$ cat src/hdl/l2_pkg.sv
package l2_pkg;

    // line address is tag and index, no offset
    localparam int L2_ADDR_W = 28;
    localparam int L2_DATA_W = 32;

    // line fetch request, no back-pressure
    typedef struct packed {
        logic                 valid;
        logic [L2_ADDR_W-1:0] line_addr;
    } l2_req_t;

    // one word of a refill line
    typedef struct packed {
        logic                 valid;
        logic [L2_DATA_W-1:0] data;
        logic                 last;   // final beat of the line
    } refill_beat_t;

endpackage

$ cat src/hdl/refill_buffer.sv
`timescale 1ns/10ps

module refill_buffer
    import l2_pkg::*;
#(
    parameter int REFILL_DEPTH = 4
)
(
    input  logic         clk,
    input  logic         nrst,
    input  refill_beat_t refill_in,
    output refill_beat_t beat_out,
    output logic         beat_avail,
    input  logic         beat_pop,
    output logic         credit_return
);

    localparam int PTR_W = (REFILL_DEPTH > 1) ? $clog2(REFILL_DEPTH) : 1;
    localparam int CNT_W = $clog2(REFILL_DEPTH + 1);
    localparam logic [PTR_W-1:0] LAST_PTR = PTR_W'(REFILL_DEPTH - 1);

    refill_beat_t mem [REFILL_DEPTH];

    logic [PTR_W-1:0] wr_ptr;
    logic [PTR_W-1:0] rd_ptr;
    logic [CNT_W-1:0] count;
    logic             do_push;
    logic             do_pop;

    // credits keep the sender from overrunning, so no full check
    assign do_push    = refill_in.valid;
    assign do_pop     = beat_pop && beat_avail;
    assign beat_avail = (count != '0);

    always_comb
    begin
        beat_out       = mem[rd_ptr];
        beat_out.valid = beat_avail;
    end

    always_ff @(posedge clk)
    begin
        if (do_push)
            mem[wr_ptr] <= refill_in;
    end

    always_ff @(posedge clk or negedge nrst)
    begin
        if (!nrst)
        begin
            wr_ptr <= '0;
            rd_ptr <= '0;
            count  <= '0;
        end
        else
        begin
            if (do_push)
                wr_ptr <= (wr_ptr == LAST_PTR) ? '0 : wr_ptr + 1'b1;
            if (do_pop)
                rd_ptr <= (rd_ptr == LAST_PTR) ? '0 : rd_ptr + 1'b1;
            if (do_push && !do_pop)
                count <= count + 1'b1;
            else if (!do_push && do_pop)
                count <= count - 1'b1;
        end
    end

    // one credit back per beat consumed
    always_ff @(posedge clk or negedge nrst)
    begin
        if (!nrst)
            credit_return <= 1'b0;
        else
            credit_return <= do_pop;
    end

endmodule

$ cat config.mk
export PLATFORM = sky130hd
export DESIGN_NAME = refill_buffer
export DESIGN_NICKNAME = d
export VERILOG_FILES = /design/src/hdl/l2_pkg.sv /design/src/hdl/refill_buffer.sv
export SDC_FILE = /design/constraint.sdc
export NUM_CORES = 1
export LEC_CHECK = 0
export BUFFER_PORTS_ARGS = -buffer_cell sky130_fd_sc_hd__buf_4
export CORE_UTILIZATION = 45
export CTS_CLUSTER_DIAMETER = 50
export DETAILED_ROUTE_END_ITERATION = 10
export GPL_TIMING_DRIVEN = 0
export HOLD_SLACK_MARGIN = 0.08
export RECOVER_POWER = 100
export SLEW_MARGIN = 20
export SYNTH_ARGS = -nofsm -noshare
export SYNTH_HDL_FRONTEND = slang
export SYNTH_SLANG_ARGS = --single-unit
$ cat constraint.sdc
create_clock -name clk -period 2.3 [get_ports clk]
set_input_delay 0.115 -clock clk [delete_from_list [all_inputs] [get_ports clk]]
set_output_delay 0.115 -clock clk [all_outputs]
set_load 0.005 [all_outputs]
==> results.md <==
Critical path:
- The worst setup path is of the flop to flop kind.
- Along the worst path, the maximum fanout reaches 4.
- The most critical setup path has its endpoint at count[2].
- The startpoint identified for the worst register-to-register timing path is count[0].
- At the worst endpoint, the arrival time is 2.45 ns.
- The critical path capture point type is a flop.
- The depth of the worst register-to-register path is 8.
- The worst setup path is launched from a flop.
- The setup check on the worst reg-to-reg path leaves a slack of 0.18 ns.
- At the worst endpoint, the required time is 2.63 ns.
- The source of the critical timing path is count[0].
- The worst register-to-register path ends at count[2].

Logic synthesis:
- The share of the Yosys chip area taken by registers is 0.7907.
- The cell area that synthesis handed to floorplanning was 0.005266 sq mm.
- In this run, distinct cell masters in the synthesized netlist total 20.
- The number of cells produced by synthesis is 212.
- During synthesis, Yosys emitted a total of 0 warnings.
- The count of state elements after synthesis is 140.
- Each instance of the synthesized netlist takes up on average 24.84 sq um.
- The post-synth net total is 256.

Drt:
- The final wirelength is 8.897 mm.
- The detail route stage leaves a number of antenna-violating nets equal to 0.
- The DRC violations left is 0.
- In the final routed layout, each cell accounts on average for 17.79 um.
- The via count normalized by instance count is 5.040.
- The iteration count of the initial detailed-routing pass is 4.
- The first routing iteration left 79 violations.
- The detailed router placed 2520 vias in this run.

Floorplanning:
- The core footprint is 0.01142 sq mm.
- The floorplan has 39 rows.
- From left edge to right edge, the die measures 110.2 um.
- The y dimension of the die is 110.2 um.
- The top-level port count is 73.
- The die covers 0.01214 sq mm.
- For this configuration, the core starts out at a cell density of 0.4612.

Layout:
- The multi-input combinational cells in the finished layout cover a total of 988.4 sq um.
- The number of nets at the end of the flow is 388.
- The area growth from synthesis to layout is 30.05%.
- The total inserted antenna cells is 0.
- In the layout the commonest cells are edfxtp_1, clkbuf_1, dlygate4sd3_1.
- Across the whole layout, storage elements account for 0.004164 sq mm.
- The layout filler cell count is 857.
- The final instance count without filler cells is 500.
- The most common library cell in the layout ignoring fill and taps is edfxtp_1.
- In the final layout, the share of cells above drive strength 1 is 0.2829.

CTS:
- The number of clock sinks seen by CTS is 140.
- The total CTS buffers is 17.
- The clock network latency to the later pin of the worst-skew pair is 0.41 ns.
- TritonCTS built the clock tree.
- The cell sitting at the root of the clock tree is a clkbuf_16.
- Clock-pin slew was measured on the worst setup and hold paths at 0.05 ns.
- The worst-case clock buffer depth is 2.
- The total number of H-tree levels is 4.
- In this run the post-CTS setup repair buffer count came out at 0.

Timing:
- Setup violations remaining at the end of the flow were counted as 0.
- The final-report hold violation count was 0.
- The number of pins exceeding their max-slew limit in the final report came to 0.
- Setup repair after global routing left no endpoint under its margin.
- Static timing analysis puts the maximum clock frequency at 472.4 MHz.
- The remaining max-slew budget at the tightest pin is 0.2750.
- The final clock period utilization by the worst path is 0.9203.
- The routed design could run at a clock period as short as 2.117 ns.
- The final hold slack is 0.4697 ns.
- The final setup TNS is 0 ns.
- The final worst clock skew is 0.008430 ns.
- The worst setup slack after layout is 0.1833 ns.
- For the pin with the worst max-slew slack, the measured transition is 1.087 ns.

GRT:
- After global routing the overflow that remains totals 0.
- The first global-routing pass estimated 13.79 mm of wire.
- Across every metal layer, demand over resource in global routing totals 0.1664.
- The maximum number of pins on one net before global-route repair is 23.
- The initial antenna violation count was 0.
- The number of global-route vias before repair is 2655.

Place:
- The count of buffers added on input and output ports is 72.
- At the end of routability-driven placement, the weighted congestion stood at 0.6355.
- After detailed placement, the design holds a cell count of 431.
- Timing analysis after detailed placement gives a worst setup slack of 0.1998 ns.
- The wire-length estimate of the detail-placed layout is 5.505 mm.

Power and ir drop:
- Dividing total power by cell area gives a power density of 1212 mW/mm^2.
- VDD sags by at most 0.6290 mV.
- The leakage component of the power is 2.366 nW.

Flow run:
- The number of max-capacitance violations reported is 0.

Worst hold path:
- In this run the worst hold path is classified as flop to flop.
- The hold-critical path depth is 1.

Outcome:
- The flow ran to the end, and the final reports show no timing, DRC or antenna violations.
## cell type report
cell class | instances | area share
Tap cell | 143 | 0.02612
Inverter | 4 | 0.002192
Sequential cell | 140 | 0.6080
Buffer | 9 | 0.01352
Multi-Input combinational cell | 59 | 0.1443
Timing Repair Buffer | 113 | 0.1217
Clock inverter | 6 | 0.008403
Clock buffer | 26 | 0.07581
## through the flow
step           power (mW)  cell area, sq um    util
4_1_cts             8.604              7033  0.6159
2_1_floorplan       4.854              5266       -
3_3_place_gp        5.844              5986  0.5242
5_1_grt             8.742              6849  0.5998
6_report            8.300              6849  0.5998
3_5_place_dp        5.973              6086  0.5330
## Yosys cell counts (all sizes together)
cell type / n / share of area
edfxtp: 132 / 0.75
mux4: 33 / 0.14
buf: 9 / 0.019
dfrtp: 8 / 0.038
ha: 6 / 0.014
and2: 4 / 0.0048
inv: 4 / 0.0029
mux2: 3 / 0.0064
nand2: 3 / 0.0026
nor2: 3 / 0.0021
o21ai: 2 / 0.0019
xor2: 2 / 0.0033
fa: 1 / 0.0038
or3: 1 / 0.0021
xnor2: 1 / 0.0017
## how the worst min path moves through the flow
stage / slack, ns / to / startpoint
floorplan: -0.18 / count[0] / nrst
global placement: -0.06 / wr_ptr[1] / nrst
detailed placement: -0.06 / wr_ptr[0] / nrst
CTS: 0.43 / mem[1][16] / refill_in[16]
global route: 0.50 / wr_ptr[0] / refill_in[33]
finish: 0.47 / count[2] / count[2]
## metal layers
metal	track usage	vias up	routed length, um
li1	-	1156	-
met4	0.08177	0	138
met2	0.2621	63	4446
met5	0	-	0
met1	0.2110	1292	3952
met3	0.05115	9	359
## critical path: stages, from the launching register on
cell,delay [ns]
dfrtp_1,0.42
or3_4,0.43
nand2_2,0.13
ha_1,0.19
inv_1,0.06
fa_1,0.37
xor2_1,0.18
nor2_1,0.11
xor2_1,0.15
## registers in the layout (all words and copies together) (netlist names)
name	cells
mem	132
count	3
credit_return	1
wr_ptr	2
rd_ptr	2
## where the power goes
part           internal (mW)  switching, mW
clock network           1.65          0.916
logic                   1.27           1.06
registers               3.29          0.118
total                   6.21           2.09
## kinds of logic after synthesis
logic type      after synthesis  synth area share
compound gates                2          0.001901
xor+xnor                      3          0.004990
fa+ha+maj                     7           0.01806
buf+inv                      13           0.02162
flops                       140            0.7907
mux                          36            0.1511
simple gates                 11           0.01164
## what timing repair did
action                                 4_1_cts  5_1_grt
endpoints found under the hold margin      143        0
hold buffers                                37        0
gates resized for setup                      0        0
(Power assumes the default switching activity.)
